$ cat src/rtl/core_pkg.sv
package core_pkg;

	// id_ex stall codes
	typedef enum logic [1:0] {
		STALL_NEXT = 2'b00,
		STALL_KEEP = 2'b01,
		STALL_ZERO = 2'b10
	} stall_t;

	typedef enum logic [3:0] {
		ALU_ZERO = 4'd0,
		ALU_ADD  = 4'd1,
		ALU_SUB  = 4'd2,
		ALU_AND  = 4'd3,
		ALU_OR   = 4'd4,
		ALU_XOR  = 4'd5,
		ALU_SLL  = 4'd6,
		ALU_SRL  = 4'd7,
		ALU_SLT  = 4'd8,
		ALU_LUI  = 4'd9
	} alu_op_t;

	typedef enum logic {
		OP2_REG = 1'b0,
		OP2_IMM = 1'b1
	} op2_src_t;

	// major opcodes of the supported subset
	localparam logic [6:0] OPC_OP     = 7'b0110011;
	localparam logic [6:0] OPC_OP_IMM = 7'b0010011;
	localparam logic [6:0] OPC_LUI    = 7'b0110111;

	// funct3 encodings shared by OP and OP-IMM
	localparam logic [2:0] F3_ADD = 3'b000;
	localparam logic [2:0] F3_SLL = 3'b001;
	localparam logic [2:0] F3_SLT = 3'b010;
	localparam logic [2:0] F3_XOR = 3'b100;
	localparam logic [2:0] F3_SRL = 3'b101;
	localparam logic [2:0] F3_OR  = 3'b110;
	localparam logic [2:0] F3_AND = 3'b111;

	localparam logic [6:0] F7_BASE = 7'b0000000;
	localparam logic [6:0] F7_ALT  = 7'b0100000;

	localparam int REG_ADDR_W = 5;
	localparam int INST_W     = 32;

endpackage

$ cat src/rtl/hazard_ctrl.sv
`timescale 1ns/1ps

module hazard_ctrl import core_pkg::*; (
	input  logic                  hold,
	input  logic                  rst,
	input  logic [REG_ADDR_W-1:0] id_rs1_addr,
	input  logic [REG_ADDR_W-1:0] id_rs2_addr,
	input  logic                  uses_rs2,
	input  logic                  ex_valid,
	input  logic                  ex_rd_wena,
	input  logic [REG_ADDR_W-1:0] ex_rd_waddr,
	output stall_t                stall,
	output logic                  inst_ready
);

	logic ex_writes;
	logic raw_rs1;
	logic raw_rs2;

	// x0 never carries a dependency
	assign ex_writes = ex_valid && ex_rd_wena && (ex_rd_waddr != '0);
	assign raw_rs1   = ex_writes && (id_rs1_addr == ex_rd_waddr);
	assign raw_rs2   = ex_writes && uses_rs2 && (id_rs2_addr == ex_rd_waddr);

	always_comb begin
		if (rst) begin
			stall      = STALL_ZERO;
			inst_ready = 1'b0;
		end else if (hold) begin
			stall      = STALL_KEEP;
			inst_ready = 1'b0;
		end else if (raw_rs1 || raw_rs2) begin
			// one bubble lets the producer reach the write port
			stall      = STALL_ZERO;
			inst_ready = 1'b0;
		end else begin
			stall      = STALL_NEXT;
			inst_ready = 1'b1;
		end
	end

endmodule

$ cat config.mk
export PLATFORM = sky130hd
export DESIGN_NAME = hazard_ctrl
export DESIGN_NICKNAME = d
export VERILOG_FILES = /design/src/rtl/core_pkg.sv /design/src/rtl/hazard_ctrl.sv
export SDC_FILE = /design/constraint.sdc
export NUM_CORES = 1
export LEC_CHECK = 0
export ABC_AREA = 1
export BUFFER_PORTS_ARGS = -buffer_cell sky130_fd_sc_hd__buf_2
export CAP_MARGIN = 30
export CORE_AREA = 10 10 47 49
export DETAILED_ROUTE_END_ITERATION = 10
export DIE_AREA = 0 0 57 59
export SYNTH_ARGS = -nofsm -noshare
export SYNTH_HDL_FRONTEND = slang
export SYNTH_SLANG_ARGS = --single-unit
$ cat constraint.sdc
create_clock -name vclk -period 1.4
set_input_delay 0.14 -clock vclk [all_inputs]
set_output_delay 0.14 -clock vclk [all_outputs]
set_load 0.05 [all_outputs]
# After elaboration in Yosys (flattened, before gate mapping)
# Cells that the tools add are included.
# totals
reg_bits	0
input_bits	20
out_inout_bits	3
word_cells	15
# op_classes
n_eq_ne	2
mux	6
reduce_logical	7
# op_table
op	count
equality test 5 bit	2
two-way mux 2 bit	3
logical AND 1 bit	5
nonzero test 5 bit	1
two-way mux 1 bit	3
logical OR 1 bit	1

# Depth between registers and ports, before layout
# Gate-level depths: netlist of run 1.
# depth
word_depth	8
ltp_mapped	9
depth_no_buf	9

# Worst setup path after synthesis of run 1
# OpenSTA, ideal clock, no wires.
# synth_timing
kind	input-to-output
from	input ex_rd_waddr[0]
to	output inst_ready
arrival_ns	1.171
required_ns	1.260
setup_slack_ns	0.089
cell_stages	9
path_buffers	0
path_cell_list	inv_1 -> nand2_1 -> nand2_1 -> nor2_1 -> nand3_1 -> nand2_1 -> nand2_1 -> nand2_1 -> nor2_1
# synth_via
elab_chain_cells	8
elab_cells_between_ends	11
cone_classes	eq/ne: 2; mux: 3; reduce/logical: 6
# synth_lines
element	line	rtl
start, declared	hazard_ctrl.sv:11	input logic [REG_ADDR_W-1:0] ex_rd_waddr,
nonzero test 5 bit	hazard_ctrl.sv:21	assign ex_writes = ex_valid && ex_rd_wena && (ex_rd_waddr != '0);
logical AND 1 bit	hazard_ctrl.sv:21	
logical AND 1 bit (2 in a row)	hazard_ctrl.sv:23	assign raw_rs2 = ex_writes && uses_rs2 && (id_rs2_addr == ex_rd_waddr);
logical OR 1 bit *	hazard_ctrl.sv:32	end else if (raw_rs1 || raw_rs2) begin
two-way mux 1 bit *	hazard_ctrl.sv:32	
two-way mux 1 bit *	hazard_ctrl.sv:29	end else if (hold) begin
two-way mux 1 bit *	hazard_ctrl.sv:26	if (rst) begin
end, declared	hazard_ctrl.sv:13	output logic inst_ready
# Mark *: on every way between the ends. The rest lies on a longest branch, timed or not.

# Worst setup path in the final report of run 1
# Same ends and word-level chain as after synthesis.

==> results of run 1 <==
[final cells by class]
class / instances / area [sq um]
Timing Repair Buffer: 23 / 115
Fill cell: 172 / 1020
Tap cell: 16 / 20.0
Inverter: 16 / 60.1
Multi-Input combinational cell: 45 / 184
[final timing paths]
path                           start         end  depth (start not counted)
worst max-delay path  ex_rd_waddr[0]  inst_ready                         11
worst min-delay path            hold  inst_ready                          3
[layer usage]
| metal | vias up | track usage (%) | wire length, um |
|---|---|---|---|
| li1 | 219 | - | - |
| met1 | 151 | 5.32 | 355 |
| met2 | 15 | 7.75 | 407 |
| met3 | 0 | 1.72 | 83 |
| met4 | 0 | 0.671 | 0 |
| met5 | - | 0 | 0 |
[cell usage in the layout (no fill, tap or decap), drive strengths merged]
cell type  synthesis  routed
nand2             30      30
buf                0      23
inv               16      16
nor2               9       9
nand3              4       4
xnor2              1       1
nand4              1       1
[power by group]
group / total [uW] / leakage [uW] / internal (uW) / switching (uW)
logic: 109 / 0.000288 / 44.2 / 64.9
registers: 0 / 0 / 0 / 0
clock network: 0 / 0 / 0 / 0
total: 109 / 0.000288 / 44.2 / 64.9
[critical path, stage by stage]
cell and delay [ns]:
buf_2 0.12, inv_1 0.07, nand2_1 0.05, nand2_1 0.06, nor2_1 0.04, nand3_1 0.07, nand2_1 0.07, nand2_1 0.06
nand2_1 0.04, nor2_1 0.07, buf_2 0.26
[cells by family (layout without fill, tap and decap cells)]
logic type | after synthesis | count (layout)
buf+inv | 16 | 39
xor+xnor | 1 | 1
simple gates | 44 | 44
[metrics by stage]
stage	util, %	setup WS (ns)	instance area [sq um]
final	27.1	0.219	379
after global routing	27.1	0.0630	379
after CTS	27.1	0.206	379
after detailed placement	27.1	0.213	379
after global placement	27.1	0.218	379
after floorplan	-	0.0892	244
==> results.yml, run 1 <==
run_status:
  run_status: "completed"
grt:
  grt_pass1_wl_um: 1390
  grt_max_degree: 5
  track_usage_pct: 4.53
  grt_antenna_before_repair: 0
  grt_pass1_vias: 361
  grt.overflow.total: 0
sta:
  hold-worst-slack_ns: 0.600
  hold_viol_final: 0
  maxSlewViolCount: 0
  setup_viol: 0
  period_needed_ns: 1.18
  fmax_mhz: 847
  worst_pin_slew_ns: 0.257
  timing.setup.tns_ns: 0
  relSlewSlack_pct: 83.0
  rsz0062_at_grt: "false"
  finalCritPeriodShare_pct: 84.3
routing:
  ant_nets: 0
  detail_route.wl_per_cell_um: 8.47
  drc: 0
  via_per_inst: 3.85
  drt_first_pass_iters: 4
  wl_um: 847
  via_count: 385
  drt_iter0_markers: 9
synthesis:
  synth.most_common_cell: "nand2_1"
  yosys.area.top_type: "nand2_1"
  yosysWarnings: 0
  synth.avg_cell_area_sq_um: 4.00
  synth_compound_area_share_pct: 0
  synthMuxAreaShare_pct: 0
  synth_top_family_by_area: "simple AND/OR/NAND/NOR gates"
  yosys-top-cells-count: "29 x nand2_1, 11 x inv_1, 9 x nor2_1, 5 x inv_2, 4 x nand3_1"
  syn_nets: 81
  synth_cell_type_count: 8
  yosysSeqAreaShare_pct: 0
  synth_xor_area_share_pct: 3.59
  synthCells: 61
  syn_area_sq_um: 244
  synth_top_area_share_pct: 44.6
  synthAdderAreaFrac_pct: 0
  yosys.area_share.simple_pct: 71.8
  yosys-top-cells-area: "nand2_1 45%, inv_1 17%, nor2_1 14%"
power:
  power_uw: 109
  worst_ir_drop_vdd_uv: 76.3
  leakage_uw: 0.000288
  power_density_mw_per_mm2: 288
worst_setup_path:
  crit_arrival_ns: 1.04
  endpoint_kind: "output pin"
  criticalPathCategory: "in2out"
  crit_fanout: 4
  setup.worst_path.start_class: "input port"
  critPathRequiredTime_ns: 1.26
final_layout:
  seq_cell_count: 0
  final_layout_size_suffix_gt1_share_pct: 34.5
  areaGrowthSynthToFinish_pct: 55.4
  register_area_sq_um: 0
  n_clock_buffer: 0
  diodes: 0
  layout.cells.non_filler: 100
  final_nets: 106
cts:
  post_cts_buffers: 0
  cts_resized: 0
  postCtsHoldBufs: 0
run:
  drv_cap: 0
floorplan:
  num_io_pins: 23
  rows: 14
  die-height_um: 59
  die_w_um: 57
  fp.dieArea_sq_mm: 0.00336
  start_util_pct: 17.4
  coreArea_sq_mm: 0.00140
hold_path:
  hold_path_class: "in2out"
placement:
  place_inst: 100
  place_congestion: 0.753
  port_buffers: 23
  hpwl_um: 786
No activity file was read; power rests on OpenSTA's default activity.
==> run 2, diff against run 1 <==
- clock period: 1.4 -> 1.2 ns (I/O delays scaled with it)
==> run 2 against run 1 <==
Effect of this change:
- total power up 22%
- final cell count is the same
- combinational power is 23% higher
- utilization is 1.1 points higher
- count of clock-buffer cells in the layout unchanged
- sequential share of layout area is the same
- critical path depth unchanged
- largest power group unchanged
==> results.yml, run 2 (synthesis gave the netlist of run 1 again) <==
run_status:
  run_status: "completed"
sta:
  setup_viol: 0
  period_needed_ns: 1.09
  relSlewSlack_pct: 83.0
  hold-worst-slack_ns: 0.518
  worst_pin_slew_ns: 0.256
  hold_viol_final: 0
  maxSlewViolCount: 0
  finalCritPeriodShare_pct: 91.0
  fmax_mhz: 915
  timing.setup.tns_ns: 0
grt:
  grt_antenna_before_repair: 0
  grt_pass1_wl_um: 1390
  grt_max_degree: 5
  grt_pass1_vias: 372
  grt.overflow.total: 0
  track_usage_pct: 4.53
routing:
  wl_um: 869
  drt_iter0_markers: 3
  drc: 0
  detail_route.wl_per_cell_um: 8.69
  via_per_inst: 3.80
  via_count: 380
  ant_nets: 0
  drt_first_pass_iters: 4
final_layout:
  areaGrowthSynthToFinish_pct: 61.5
  n_clock_buffer: 0
  final_cell_area_sq_um: 394
  final_layout_size_suffix_gt1_share_pct: 35.7
  diodes: 0
  final_cell_mix: "29 x nand2_1, 21 x buf_2, 11 x inv_1"
  seq_cell_count: 0
  register_area_sq_um: 0
  final_nets: 106
  final_common_cell: "nand2_1"
  post-route-util_pct: 28.1
worst_setup_path:
  setup.worst_path.start_class: "input port"
  endpoint_kind: "output pin"
  cpMostUsedCell: "nand2_1"
  crit_fanout: 4
  criticalPathCategory: "in2out"
  cp_slowest_cell: "buf_6"
  crit_path_max_incr_delay_ns: 0.17
  critPathRequiredTime_ns: 1.08
  crit_arrival_ns: 0.97
  path_cells: "buf_2 -> inv_1 -> nand2_1 -> nand2_1 -> nor2_1 -> nand3_1 -> nand2_1 -> nand2_1 -> nand2_1 -> nor2_2 -> buf_6"
floorplan:
  coreArea_sq_mm: 0.00140
  num_io_pins: 23
  die-height_um: 59
  start_util_pct: 17.4
  rows: 14
  die_w_um: 57
  fp.dieArea_sq_mm: 0.00336
placement:
  hpwl_um: 789
  place_congestion: 0.788
  port_buffers: 23
  place_area_sq_um: 382
run:
  drv_cap: 0
power:
  leakage_uw: 0.000292
  worst_ir_drop_vdd_uv: 101
  power_density_mw_per_mm2: 339
  power_uw: 134
hold_path:
  hold_path_class: "in2out"
  hold_start: "hold"
  hold_end: "inst_ready"
  worstHoldPathCells: 3
cts:
  post_cts_buffers: 0
==> run 2: power breakdown <==
group          internal (uW)  switching, uW  total (uW)
logic                   56.6           77.0         134
clock network              0              0           0
registers                  0              0           0
total                   56.6           77.0         134
==> run 2: what timing repair did <==
| item | in CTS | in global routing |
|---|---|---|
| hold buffers | 0 | 0 |
| setup endpoints to repair | 0 | 2 |
| resized for setup | 0 | 6 |
==> run 2: stage by stage <==
step / cells / setup WS, ns
floorplan: 61 / 0.152
global placement: 100 / 0.0649
detailed placement: 100 / 0.0415
CTS: 100 / 0.0393
global route: 100 / -0.0156
finish: 100 / 0.107
==> run 2: area by class of cell <==
type                       count  area [sq um]
timing repair buffer          23           128
multi-input combinational     45           186
fill                         167          1010
tap                           16          20.0
inverter                      16          60.1
==> run 2: per-layer routing <==
metal	vias up	track usage, %	wire [um]	part of all wire (%)
li1	222	-	-	-
met1	144	5.09	386	44
met2	14	8.53	395	45
met3	0	1.50	87	10
met4	0	0	0	0
met5	-	0	0	0
==> run 2: worst max path at each step <==
stage,slack [ns],from,end
6_report,0.11,ex_rd_waddr[0],inst_ready
3_3_place_gp,0.06,ex_rd_waddr[0],inst_ready
5_1_grt,-0.02,ex_rd_waddr[1],inst_ready
2_1_floorplan,0.15,ex_rd_waddr[0],inst_ready
4_1_cts,0.04,ex_rd_waddr[2],inst_ready
3_5_place_dp,0.04,ex_rd_waddr[2],inst_ready
==> run 2: worst max-delay path, delay by kind of cell <==
family                 cells  cell delay (ns)
and+or+nand+nor            8             0.51
buffers and inverters      3             0.35
