File: config.mk
export PLATFORM = sky130hd
export DESIGN_NAME = id_ex
export DESIGN_NICKNAME = d
export VERILOG_FILES = /design/src/rtl/core_pkg.sv /design/src/rtl/id_ex.sv
export SDC_FILE = /design/constraint.sdc
export NUM_CORES = 1
export LEC_CHECK = 0
export ABC_AREA = 1
export CAP_MARGIN = 15
export CELL_PAD_IN_SITES_DETAIL_PLACEMENT = 1
export CELL_PAD_IN_SITES_GLOBAL_PLACEMENT = 2
export CORE_AREA = 2 2 244 246
export DETAILED_ROUTE_END_ITERATION = 10
export DIE_AREA = 0 0 246 248
export DONT_BUFFER_PORTS = 1
export GPL_ROUTABILITY_DRIVEN = 0
export PLACE_DENSITY = 0.63
export SYNTH_ARGS = -nofsm -noshare
export SYNTH_HDL_FRONTEND = slang
export SYNTH_SLANG_ARGS = --single-unit
File: constraint.sdc
create_clock -name clk -period 0.8 [get_ports clk]
set_input_delay 0.12 -clock clk [delete_from_list [all_inputs] [get_ports clk]]
set_output_delay 0.12 -clock clk [all_outputs]
set_load 0.005 [all_outputs]
File: src/rtl/core_pkg.sv
package core_pkg;

	// id_ex stall codes
	typedef enum logic [1:0] {
		STALL_NEXT = 2'b00,
		STALL_KEEP = 2'b01,
		STALL_ZERO = 2'b10
	} stall_t;

	typedef enum logic [3:0] {
		ALU_ZERO = 4'd0,
		ALU_ADD  = 4'd1,
		ALU_SUB  = 4'd2,
		ALU_AND  = 4'd3,
		ALU_OR   = 4'd4,
		ALU_XOR  = 4'd5,
		ALU_SLL  = 4'd6,
		ALU_SRL  = 4'd7,
		ALU_SLT  = 4'd8,
		ALU_LUI  = 4'd9
	} alu_op_t;

	typedef enum logic {
		OP2_REG = 1'b0,
		OP2_IMM = 1'b1
	} op2_src_t;

	// major opcodes of the supported subset
	localparam logic [6:0] OPC_OP     = 7'b0110011;
	localparam logic [6:0] OPC_OP_IMM = 7'b0010011;
	localparam logic [6:0] OPC_LUI    = 7'b0110111;

	// funct3 encodings shared by OP and OP-IMM
	localparam logic [2:0] F3_ADD = 3'b000;
	localparam logic [2:0] F3_SLL = 3'b001;
	localparam logic [2:0] F3_SLT = 3'b010;
	localparam logic [2:0] F3_XOR = 3'b100;
	localparam logic [2:0] F3_SRL = 3'b101;
	localparam logic [2:0] F3_OR  = 3'b110;
	localparam logic [2:0] F3_AND = 3'b111;

	localparam logic [6:0] F7_BASE = 7'b0000000;
	localparam logic [6:0] F7_ALT  = 7'b0100000;

	localparam int REG_ADDR_W = 5;
	localparam int INST_W     = 32;

endpackage

File: src/rtl/id_ex.sv
`timescale 1ns/1ps

module id_ex import core_pkg::*; #(
	parameter int XLEN = 64
) (
	input  logic                  clk,
	input  logic                  rst,
	input  stall_t                stall,

	input  logic                  id_valid,
	input  logic [XLEN-1:0]       id_pc,
	input  logic [INST_W-1:0]     id_inst,
	input  logic [REG_ADDR_W-1:0] id_rs1_addr,
	input  logic [REG_ADDR_W-1:0] id_rs2_addr,
	input  logic [XLEN-1:0]       id_rs1_data,
	input  logic [XLEN-1:0]       id_rs2_data,
	input  logic [XLEN-1:0]       id_imm,
	input  op2_src_t              id_op2_src,
	input  alu_op_t               id_alu_op,
	input  logic                  id_rd_wena,
	input  logic [REG_ADDR_W-1:0] id_rd_waddr,

	output logic                  ex_valid,
	output logic [XLEN-1:0]       ex_pc,
	output logic [INST_W-1:0]     ex_inst,
	output logic [REG_ADDR_W-1:0] ex_rs1_addr,
	output logic [REG_ADDR_W-1:0] ex_rs2_addr,
	output logic [XLEN-1:0]       ex_rs1_data,
	output logic [XLEN-1:0]       ex_rs2_data,
	output logic [XLEN-1:0]       ex_imm,
	output op2_src_t              ex_op2_src,
	output alu_op_t               ex_alu_op,
	output logic                  ex_rd_wena,
	output logic [REG_ADDR_W-1:0] ex_rd_waddr
);

	logic clear;

	// bubble on STALL_ZERO and on any undefined code
	assign clear = rst || !(stall inside {STALL_NEXT, STALL_KEEP});

	always_ff @(posedge clk) begin
		if (clear) begin
			ex_valid    <= 1'b0;
			ex_pc       <= '0;
			ex_inst     <= '0;
			ex_rs1_addr <= '0;
			ex_rs2_addr <= '0;
			ex_rs1_data <= '0;
			ex_rs2_data <= '0;
			ex_imm      <= '0;
			ex_op2_src  <= OP2_REG;
			ex_alu_op   <= ALU_ZERO;
			ex_rd_wena  <= 1'b0;
			ex_rd_waddr <= '0;
		end else if (stall == STALL_NEXT) begin
			ex_valid    <= id_valid;
			ex_pc       <= id_pc;
			ex_inst     <= id_inst;
			ex_rs1_addr <= id_rs1_addr;
			ex_rs2_addr <= id_rs2_addr;
			ex_rs1_data <= id_rs1_data;
			ex_rs2_data <= id_rs2_data;
			ex_imm      <= id_imm;
			ex_op2_src  <= id_op2_src;
			ex_alu_op   <= id_alu_op;
			ex_rd_wena  <= id_rd_wena;
			ex_rd_waddr <= id_rd_waddr;
		end
		// STALL_KEEP leaves everything in place
	end

endmodule

## Yosys cells after proc, flatten, opt, wreduce, memory -nomap -nowiden

Cells that the tools add are included.

| word-level totals | value |
|---|---|
| flip-flop bits (word level) | 310 |
| input bits | 314 |
| word-level logic and storage cells | 17 |

| cells by class | value |
|---|---|
| eq/ne operators | 1 |
| reduce and logical (&&, ||, !) cells | 4 |

Operator list:

| cell | number |
|---|---|
| $eq 2x1->1 const B | 1 |
| $logic_not 2->1 | 1 |
| $reduce_bool 2->1 | 1 |
| $logic_not 1->1 | 1 |
| $logic_or 1x1->1 | 1 |

## Logic depth before layout (Yosys ltp)

Gate-level depths: netlist of run 1.

| logic depth | value |
|---|---|
| depth after elaboration | 4 |
| gate-level depth with buffers | 7 |
| mapped depth without buffers | 4 |

## Least setup slack after synthesis of run 1

No wires, ideal clock.

| timing | value |
|---|---|
| path type | input -> register |
| start point | input port stall[0] |
| end point | register ex_pc[48] |
| arrival time | 787 ps |
| required time | 689 ps |
| slack | -98 ps |
| cell stages on the path | 7 |
| path buffers | 3 |
| path through | buf_2 inv_1 nand2_2 buf_6 buf_4 nor2_1 nor2_1 |

| on the way | value |
|---|---|
| word-level cells in the longest chain between the ends | 4 |

RTL lines:

| element | line | source |
|---|---|---|
| start: declaration | id_ex.sv:8 | `input stall_t stall,` |
| $eq 2x1->1 / $logic_not 2->1 (equally long branches) | id_ex.sv:40, id_ex.sv:56 |  |
| $reduce_bool 2->1 | id_ex.sv:40 | `assign clear = rst \|\| !(stall inside {STALL_NEXT, STALL_KEEP});` |
| $logic_not 1->1 | id_ex.sv:40 |  |
| $logic_or 1x1->1 | id_ex.sv:40 |  |
| end signal: assignment | id_ex.sv:58 | `ex_pc <= id_pc;` |
| end: declaration | id_ex.sv:24 | `output logic [XLEN-1:0] ex_pc,` |

Several ways; a longest one is shown, not always the timed one.
A chain may end at the register's enable or synchronous reset.

## Final worst setup path of run 1

| timing | value |
|---|---|
| start point | register ex_rd_waddr[4] |
| end point | output port ex_rd_waddr[4] |

RTL lines:

| element | line | source |
|---|---|---|
| start: declaration | id_ex.sv:34 | `output logic [REG_ADDR_W-1:0] ex_rd_waddr` |
| start signal: assignment | id_ex.sv:68 | `ex_rd_waddr <= id_rd_waddr;` |

No word-level cell between the ends.

==> reports/results.ini, run 1 <==
[synthesis]
yosysTopAreaCell = dfxtp_1
synth_edf_count = 0
syn-cell-area_um2 = 12700
syn_area_per_cell_um2 = 6.48
ys_async_sr_fraction_pct = 0
netlist_instances = 1967
synthTopCellsByArea = dfxtp_1, nand2_1, nor2_1
synth_top_area_share_pct = 48.7
synth-seq-cells = 310
ys_seq_area_share_pct = 48.7
synthesis.nets = 2281
synth_ff_type = dfxtp_1
synth_warnings = 0
synthTopCellsByCount = nand2_1, nor2_1, inv_1
yosysUniqueCellTypes = 11

[power]
pwr-share-comb_pct = 12.4
netSwitchingPower_mw = 9.97
p_sw_share_pct = 25.0
power.density_nw_per_um2 = 1980
pwr-share-seq_pct = 42.4
p_int_mw = 30.0
finalPower_mw = 40.0
p_leak_nw = 9.21
clkPwrFrac_pct = 45.2
vdd_drop_max_uv = 1500

[setup_path]
critPathLaunch = ex_rd_waddr[4]
crit_type = flip-flop to output pin
crit_cells = 1
path_buf_inv = 1
cp-start-kind = flip-flop
arrival_ns = 1.01
endpoint_kind = output pin
cp_top_family = flip-flops
crit-reg2reg-launch = ex_pc[7]
slowest_delay_ns = 0.35
cp_max_fo = 2
crit_required_ns = 0.68
regToRegEndpoint = ex_pc[7]
rr_worst_depth = 4
r2r_slack_ns = 0.01
slowest_stage = dfxtp_2
path_cells = buf_6

[place]
place_ws_ns = -0.246
dp_cells = 2825
place_hpwl_um = 35400
io_buffers = 0
place_area_um2 = 14700

[sta]
min_period_over_period_pct = 141
finalCriticalPeriod_ns = 1.13
slew_headroom_pct = 0.996
setup_ws_ns = -0.330
drv_slew = 0
rsz0062_at_grt = true
hold_slack_ns = -0.259
finClkSkew_ns = 0
finalHoldViolations = 84
fmax_ghz = 0.885
finalSetupTns_ns = -84.01
tightest_slew_ns = 1.49
finalSetupViolCount = 413

[grt]
track_usage_pct = 15.9
grt_first_pass_wirelength_um = 76500
antenna_found_initial = 1
grt_max_degree = 312
grt_remaining_overflow = 0
first_global_vias = 13787

[cts]
clockRootBuffer = clkbuf_16
cts_buffers = 41
cts_sinks = 310
clock_latency_ns = 0.54
htreeDepth = 2
cts_tree = built
clk_pin_slew_ns = 0.06
cts_buffer_depth = 3

[layout]
final_core_util_pct = 34.5
num_antenna_cells = 0
multi_input_comb_area_um2 = 4690
regArea_um2 = 6610
area_growth_pct = 58.2
nFillCells = 7101
design_area_um2 = 20200
drive_above_1_share_pct = 23.5
stdcell_count = 3220
nNetsFinal = 2734

[detailed_routing]
drc = 0
firstDrtPassIters = 4
vias = 12879
wl_per_cell_um = 15.7
via_per_inst = 4.00
routed_wl_um = 50700
ant_nets = 0
drt_iter0_drc = 417

[worst_hold_path]
hold_path_class = input port to flip-flop
holdPathEnd = ex_imm[4]
hold_path_depth = 3
holdCritStartpoint = stall[0]

[floorplan]
design.core.area_um2 = 58500
die_h_um = 248
io_pins = 624
start_util_pct = 21.8
std_cell_rows = 89
dieArea_um2 = 61000
die_w_um = 246

[flow_run]
cap_viol_max_count = 0

[status]
outcome = complete, but fails checks
violations = hold timing, setup timing

kinds of logic (layout without fill, tap and decap cells):
family | count (synthesis) | count (layout) | share of synthesized area [%]
simple gates | 1242 | 1242 | 36.6
buf+inv | 415 | 895 | 14.7
flops | 310 | 310 | 48.7
timing repair:
action	4_1_cts	5_1_grt
hold buffers	310	1
setup endpoints to repair	310	310
endpoints found under the hold margin	310	309
setup buffers	2	12
resized for setup	448	8
layer usage:
metal  vias to the layer above  global-route usage (%)  share of wire [%]
met5                         -                       0              0.022
met4                         2                    6.06                3.5
met3                        95                    5.85                8.2
met2                       394                    28.5                 51
met1                      5942                    16.8                 37
li1                       6446                       -                  -
flip-flops by register name (all words and copies together), names as in the netlist:
name and count:
ex_imm 64, ex_valid 1, ex_rs1_data 64, ex_rd_wena 1, ex_rs2_addr 5, ex_alu_op 4, ex_rs1_addr 5, ex_pc 64
ex_rd_waddr 5, ex_rs2_data 64, ex_inst 32, ex_op2_src 1
power by group through the flow:
stage	sequential, mW	combinational, mW	clock, mW
final	16.9	4.96	18.0
after global routing	17.0	5.52	19.4
after CTS	17.0	4.93	18.8
after detailed placement	17.1	3.38	0
after global placement	17.1	3.25	0
after floorplan	17.0	2.30	0
cell usage in the layout (no fill, tap or decap):
cell / instances
dlygate4sd3_1: 311
inv_4: 1
dfxtp_2: 303
inv_1: 310
inv_2: 1
clkinv_2: 3
nand2_8: 1
inv_6: 2
clkbuf_16: 43
nor2_1: 620
buf_6: 138
clkbuf_1: 10
buf_4: 43
dfxtp_4: 7
nor2_4: 1
buf_12: 21
clkbuf_8: 12
nand2_1: 620
how the worst max path moves through the flow:
stage                      end  slack (ns)
2_1_floorplan     ex_alu_op[0]       -0.05
3_3_place_gp   ex_rs1_data[11]       -0.21
3_5_place_dp   ex_rs1_data[55]       -0.25
4_1_cts        ex_rs1_data[40]       -0.40
5_1_grt        ex_rs1_data[40]       -0.40
6_report        ex_rd_waddr[4]       -0.33
cell type report:
cell class              count  area share (%)
flip-flops and latches    310            32.8
repair buffers            513            26.8
multi-input cells        1242            23.2
clock buffers              65            6.34
inverters                 312            5.82
well taps                 773            4.80
clock inverters             5           0.161
Power figures use the tool's default switching activity.
==> run 2: changes to the inputs <==
GPL_TIMING_DRIVEN = 0   (was unset)
PLACE_DENSITY = unset   (was 0.63)
PLACE_DENSITY_LB_ADDON = 0.1   (was unset)
==> reports/results.ini, run 2 (same netlist as run 1, synthesis figures left out) <==
[status]
outcome = complete, but fails checks
violations = setup timing

[detailed_routing]
drc = 0  ; unchanged
vias = 12382  ; -3.9%
via_per_inst = 3.96  ; -1.1%
drt_iter0_drc = 313  ; -25%
ant_nets = 0  ; unchanged
firstDrtPassIters = 4  ; unchanged
routed_wl_um = 55800  ; +10%
wl_per_cell_um = 17.8  ; +13%

[setup_path]
crit_required_ns = 0.68  ; about the same
regToRegEndpoint = ex_pc[16]
r2r_slack_ns = 0.09  ; +0.08 ns
cp_max_fo = 2  ; unchanged
cp-start-kind = flip-flop
arrival_ns = 0.93  ; -0.08 ns
endpoint_kind = output pin
rr_worst_depth = 4  ; unchanged
crit_type = flip-flop to output pin
crit-reg2reg-launch = ex_pc[16]

[floorplan]
start_util_pct = 21.8  ; unchanged
die_h_um = 248  ; unchanged
std_cell_rows = 89  ; unchanged
io_pins = 624  ; unchanged
dieArea_um2 = 61000  ; unchanged
die_w_um = 246  ; unchanged
design.core.area_um2 = 58500  ; unchanged

[grt]
grt_max_degree = 11  ; -96%
antenna_found_initial = 10  ; +9
track_usage_pct = 17.6  ; +1.7 points
grt_first_pass_wirelength_um = 80600  ; +5.4%
first_global_vias = 13037  ; -5.4%
grt_remaining_overflow = 0  ; unchanged

[layout]
nFillCells = 7162  ; +0.86%
stdcell_count = 3129  ; -2.8%
area_growth_pct = 48.6
layout_common_cells = nand2_1, nor2_1, inv_1
nNetsFinal = 2635  ; -3.6%
drive_above_1_share_pct = 20.2  ; -3.4 points

[sta]
rsz0062_at_grt = true
finalSetupViolCount = 310  ; -25%
drv_slew = 0  ; unchanged
tightest_slew_ns = 0.509  ; -0.976 ns
finClkSkew_ns = 0  ; unchanged
fmax_ghz = 0.948  ; +7.2%
min_period_over_period_pct = 132  ; -9.5 points
slew_headroom_pct = 66.1  ; +65 points
finalHoldViolations = 0  ; -100%
setup_ws_ns = -0.254  ; +0.0756 ns
finalCriticalPeriod_ns = 1.05  ; -0.0756 ns

[place]
place_ws_ns = -0.480  ; -0.234 ns
place_hpwl_um = 42400  ; +20%
dp_cells = 2740  ; -3.0%
io_buffers = 0  ; unchanged

[worst_hold_path]
hold_path_depth = 4  ; +1
holdCritStartpoint = rst
holdPathEnd = ex_alu_op[3]
hold_path_class = input port to flip-flop

[flow_run]
cap_viol_max_count = 0  ; unchanged

[cts]
clockRootBuffer = clkbuf_16
clk_pin_slew_ns = 0.06  ; about the same
cts_buffer_depth = 3  ; unchanged
postCtsSetupRepairBufs = 0  ; -2
clock_latency_ns = 0.55  ; about the same
cts_sinks = 310  ; unchanged
htreeDepth = 2  ; unchanged
cts_tree = built
cts_buffers = 42  ; +2.4%

[power]
p_leak_nw = 8.51  ; -7.6%
vdd_drop_max_uv = 1380  ; -7.8%
power.density_nw_per_um2 = 2110  ; +6.4%

-- run 2: cell type report --
class                           count  area, um^2  area share [%]
Timing Repair Buffer              310        3100            16.4
Antenna cell                        6        15.0          0.0793
Clock inverter                      5        52.6           0.277
Sequential cell                   310        6880            36.3
Inverter                          312        1170            6.20
Buffer                            103         766            4.04
Clock buffer                       68        1310            6.93
Multi-Input combinational cell   1242        4670            24.7
Tap cell                          773         967            5.11
-- run 2: worst max-delay path by stage --
stage / from / to / slack (ns) / cells after the start
2_1_floorplan: stall[0] / ex_alu_op[0] / -0.05 / 7
5_1_grt: ex_imm[46] / ex_imm[46] / -0.30 / 0
3_3_place_gp: stall[1] / ex_rs1_data[47] / -0.46 / 5
3_5_place_dp: stall[1] / ex_rs1_data[42] / -0.48 / 5
6_report: ex_rs2_data[63] / ex_rs2_data[63] / -0.25 / 0
4_1_cts: ex_rs2_data[63] / ex_rs2_data[63] / -0.32 / 0
-- run 2: stage by stage --
step	cell area (um^2)	utilization [%]	hold WS (ns)	total power [mW]	TNS [ns]
2_1_floorplan	12800	-	0.236	19.3	-9.43
3_3_place_gp	13800	23.6	0.242	20.3	-114.67
3_5_place_dp	13800	23.6	0.247	20.4	-115.24
4_1_cts	18900	32.3	0.0664	41.0	-83.24
5_1_grt	18900	32.4	0.0987	42.1	-81.97
6_report	18900	32.4	0.0612	39.9	-67.65
-- run 2: layer usage --
metal | global-route usage, % | share of wire [%]
met5 | 0 | 0.099
met4 | 5.53 | 2.6
met3 | 7.80 | 10
met2 | 32.0 | 51
met1 | 18.0 | 36
-- run 2: what timing repair did --
item                                    in CTS  in global routing
hold buffers                               310                  0
gates resized for setup                    396                 28
endpoints found under the hold margin      310                  0
pin swaps                                    0                  0
endpoints found under the setup margin     311                310
-- run 2: power breakdown --
group,internal (mW),switching (mW),total [mW]
Combinational,2.09,2.21,4.30
Clock,11.5,7.21,18.7
Sequential,16.1,0.831,17.0
Total,29.7,10.2,39.9
==> run 3: changes to the inputs <==
ABC_AREA = unset   (was 1)
CORE_AREA = 2 2 240 242   (was 2 2 244 246)
DIE_AREA = 0 0 242 244   (was 0 0 246 248)
==> reports/results.ini, run 3 <==
[sta]
finalSetupViolCount = 310  ; unchanged
rsz0062_at_grt = true
fmax_ghz = 0.961  ; +1.3%
tightest_slew_ns = 0.652  ; +0.144 ns
min_period_over_period_pct = 130  ; -1.7 points
drv_slew = 0  ; unchanged
hold_slack_ns = 0.255  ; +0.194 ns
finalSetupTns_ns = -63.43  ; +4.21 ns
finalCriticalPeriod_ns = 1.04  ; -0.0139 ns
finalHoldViolations = 0  ; unchanged
finClkSkew_ns = 0  ; unchanged
setup_ws_ns = -0.240  ; +0.0139 ns
slew_headroom_pct = 56.5  ; -9.6 points

[layout]
drive_above_1_share_pct = 31.4  ; +11 points
final_core_util_pct = 30.2  ; -2.2 points
num_antenna_cells = 0  ; -6
design_area_um2 = 17000  ; -10%
area_growth_pct = 52.5
nNetsFinal = 1667  ; -37%
nFillCells = 6252  ; -13%
multi_input_comb_area_um2 = 4270  ; -8.5%
regArea_um2 = 6770  ; -1.5%
stdcell_count = 2130  ; -32%
layout_common_cells = mux2i_1, nor2_1, dlygate4sd3_1

[cts]
clk_pin_slew_ns = 0.06  ; about the same
cts_buffers = 40  ; -4.8%
clockRootBuffer = clkbuf_16
cts_sinks = 310  ; unchanged
clock_latency_ns = 0.54  ; about the same
cts_tree = built
postCtsSetupRepairBufs = 0  ; unchanged
cts_buffer_depth = 3  ; unchanged
htreeDepth = 2  ; unchanged

[synthesis]
synthTopCellsByArea = dfxtp_1, mux2i_1, nor2_1
ys_async_sr_fraction_pct = 0  ; unchanged
synth_warnings = 0  ; unchanged
synth_ff_type = dfxtp_1
yosysTopAreaCell = dfxtp_1
synth-seq-cells = 310  ; unchanged
yosysUniqueCellTypes = 8  ; -3
synth_edf_count = 0  ; unchanged
synthesis.nets = 1315  ; -42%
synth_top_area_share_pct = 55.8  ; +7.1 points
synthTopCellsByCount = dfxtp_1, mux2i_1, nor2_1
syn_area_per_cell_um2 = 11.1  ; +71%
netlist_instances = 1001  ; -49%
ys_seq_area_share_pct = 55.8  ; +7.1 points
syn-cell-area_um2 = 11100  ; -13%

[detailed_routing]
wl_per_cell_um = 20.5  ; +15%
met2_length_um = 23600  ; -17%
drc = 0  ; unchanged
drt_iter0_drc = 174  ; -44%
via_per_inst = 3.96  ; about the same
firstDrtPassIters = 4  ; unchanged
met3WireLength_um = 3640  ; -36%
wl_met1_um = 15300  ; -25%
top_layer_used = met5
vias = 8430  ; -32%
ant_nets = 0  ; unchanged
routed_wl_um = 43700  ; -22%

[grt]
grt_first_pass_wirelength_um = 63300  ; -22%
antenna_found_initial = 1  ; -9
first_global_vias = 9356  ; -28%
grt_remaining_overflow = 0  ; unchanged
track_usage_pct = 14.2  ; -3.4 points
grt_max_degree = 12  ; +1

[power]
finalPower_mw = 37.1  ; -7.1%
power.density_nw_per_um2 = 2190  ; +3.8%
p_leak_nw = 7.18  ; -16%
vdd_drop_max_uv = 1130  ; -18%

[setup_path]
arrival_ns = 0.92  ; about the same
crit_path_end = ex_imm[61]
crit-reg2reg-launch = ex_rs2_addr[4]
critPathLaunch = ex_imm[61]
crit_required_ns = 0.68  ; about the same
regToRegEndpoint = ex_rs2_addr[4]
crit_type = flip-flop to output pin
rr_worst_depth = 2  ; -2
cp-start-kind = flip-flop
crit_cells = 0  ; unchanged
r2r_slack_ns = 0.11  ; +0.02 ns
endpoint_kind = output pin
cp_max_fo = 2  ; unchanged

[floorplan]
design.core.area_um2 = 56200  ; -3.9%
die_w_um = 242  ; -1.6%
dieArea_um2 = 59000  ; -3.2%
io_pins = 624  ; unchanged
die_h_um = 244  ; -1.6%
start_util_pct = 19.8  ; -2.0 points
std_cell_rows = 87  ; -2.2%

[worst_hold_path]
hold_path_class = input port to flip-flop
hold_path_depth = 4  ; unchanged

[place]
io_buffers = 0  ; unchanged
place_hpwl_um = 32700  ; -23%
place_area_um2 = 12100  ; -12%
place_ws_ns = -0.498  ; -0.0178 ns
dp_cells = 1757  ; -36%

[status]
violations = setup timing
outcome = complete, but fails checks

[flow_run]
cap_viol_max_count = 0  ; unchanged

run 3: cell count changes in the layout (fill, tap and decap cells not counted), moves of 3 or more:
cell       previous run  this run
buf_6                30        33
nor2_1              620       310
diode_2               6         0
clkbuf_16            45        41
inv_1               311         0
dfxtp_2             196       238
nand2_1             620         0
mux2i_1               0       310
buf_4                10        33
dfxtp_4             114        72
buf_2                57         3
buf_8                 4         0
clkbuf_1             14        11
run 3: power breakdown:
group          switching [mW]  internal, mW
registers               0.530          15.9
logic                    1.49          2.05
clock network            6.79          10.3
run 3: final cells by class:
class	count	share of cell area (%)
multi-input combinational	621	25.2
timing repair buffer	310	18.3
clock inverter	4	0.266
tap	756	5.58
sequential	310	40.0
buffer	70	3.76
clock buffer	59	6.92
run 3: worst min path at each step:
stage	startpoint	end	slack [ns]
detailed placement	id_imm[59]	ex_imm[59]	0.28
global placement	id_imm[31]	ex_imm[31]	0.27
finish	stall[0]	ex_rd_waddr[4]	0.25
floorplan	id_alu_op[0]	ex_alu_op[0]	0.26
CTS	id_rs1_data[16]	ex_rs1_data[16]	0.22
global route	id_rs1_data[14]	ex_rs1_data[14]	0.25
run 3: timing repair:
| action | CTS | global route |
|---|---|---|
| hold buffers | 310 | 0 |
| hold endpoints to repair | 310 | 0 |
| endpoints found under the setup margin | 310 | 310 |
| resized for setup | 371 | 11 |
run 3: cell families (layout without fill, tap and decap cells):
family	Yosys count	count (layout)	synth area share [%]
simple gates	311	311	10.5
buf+inv	70	443	5.74
flops	310	310	55.8
mux	310	310	27.9
run 3: metal layers:
layer | up-vias | global-route usage, %
li1 | 4009 | -
met1 | 4017 | 14.2
met2 | 337 | 27.0
met3 | 65 | 5.40
met4 | 2 | 4.61
met5 | - | 0
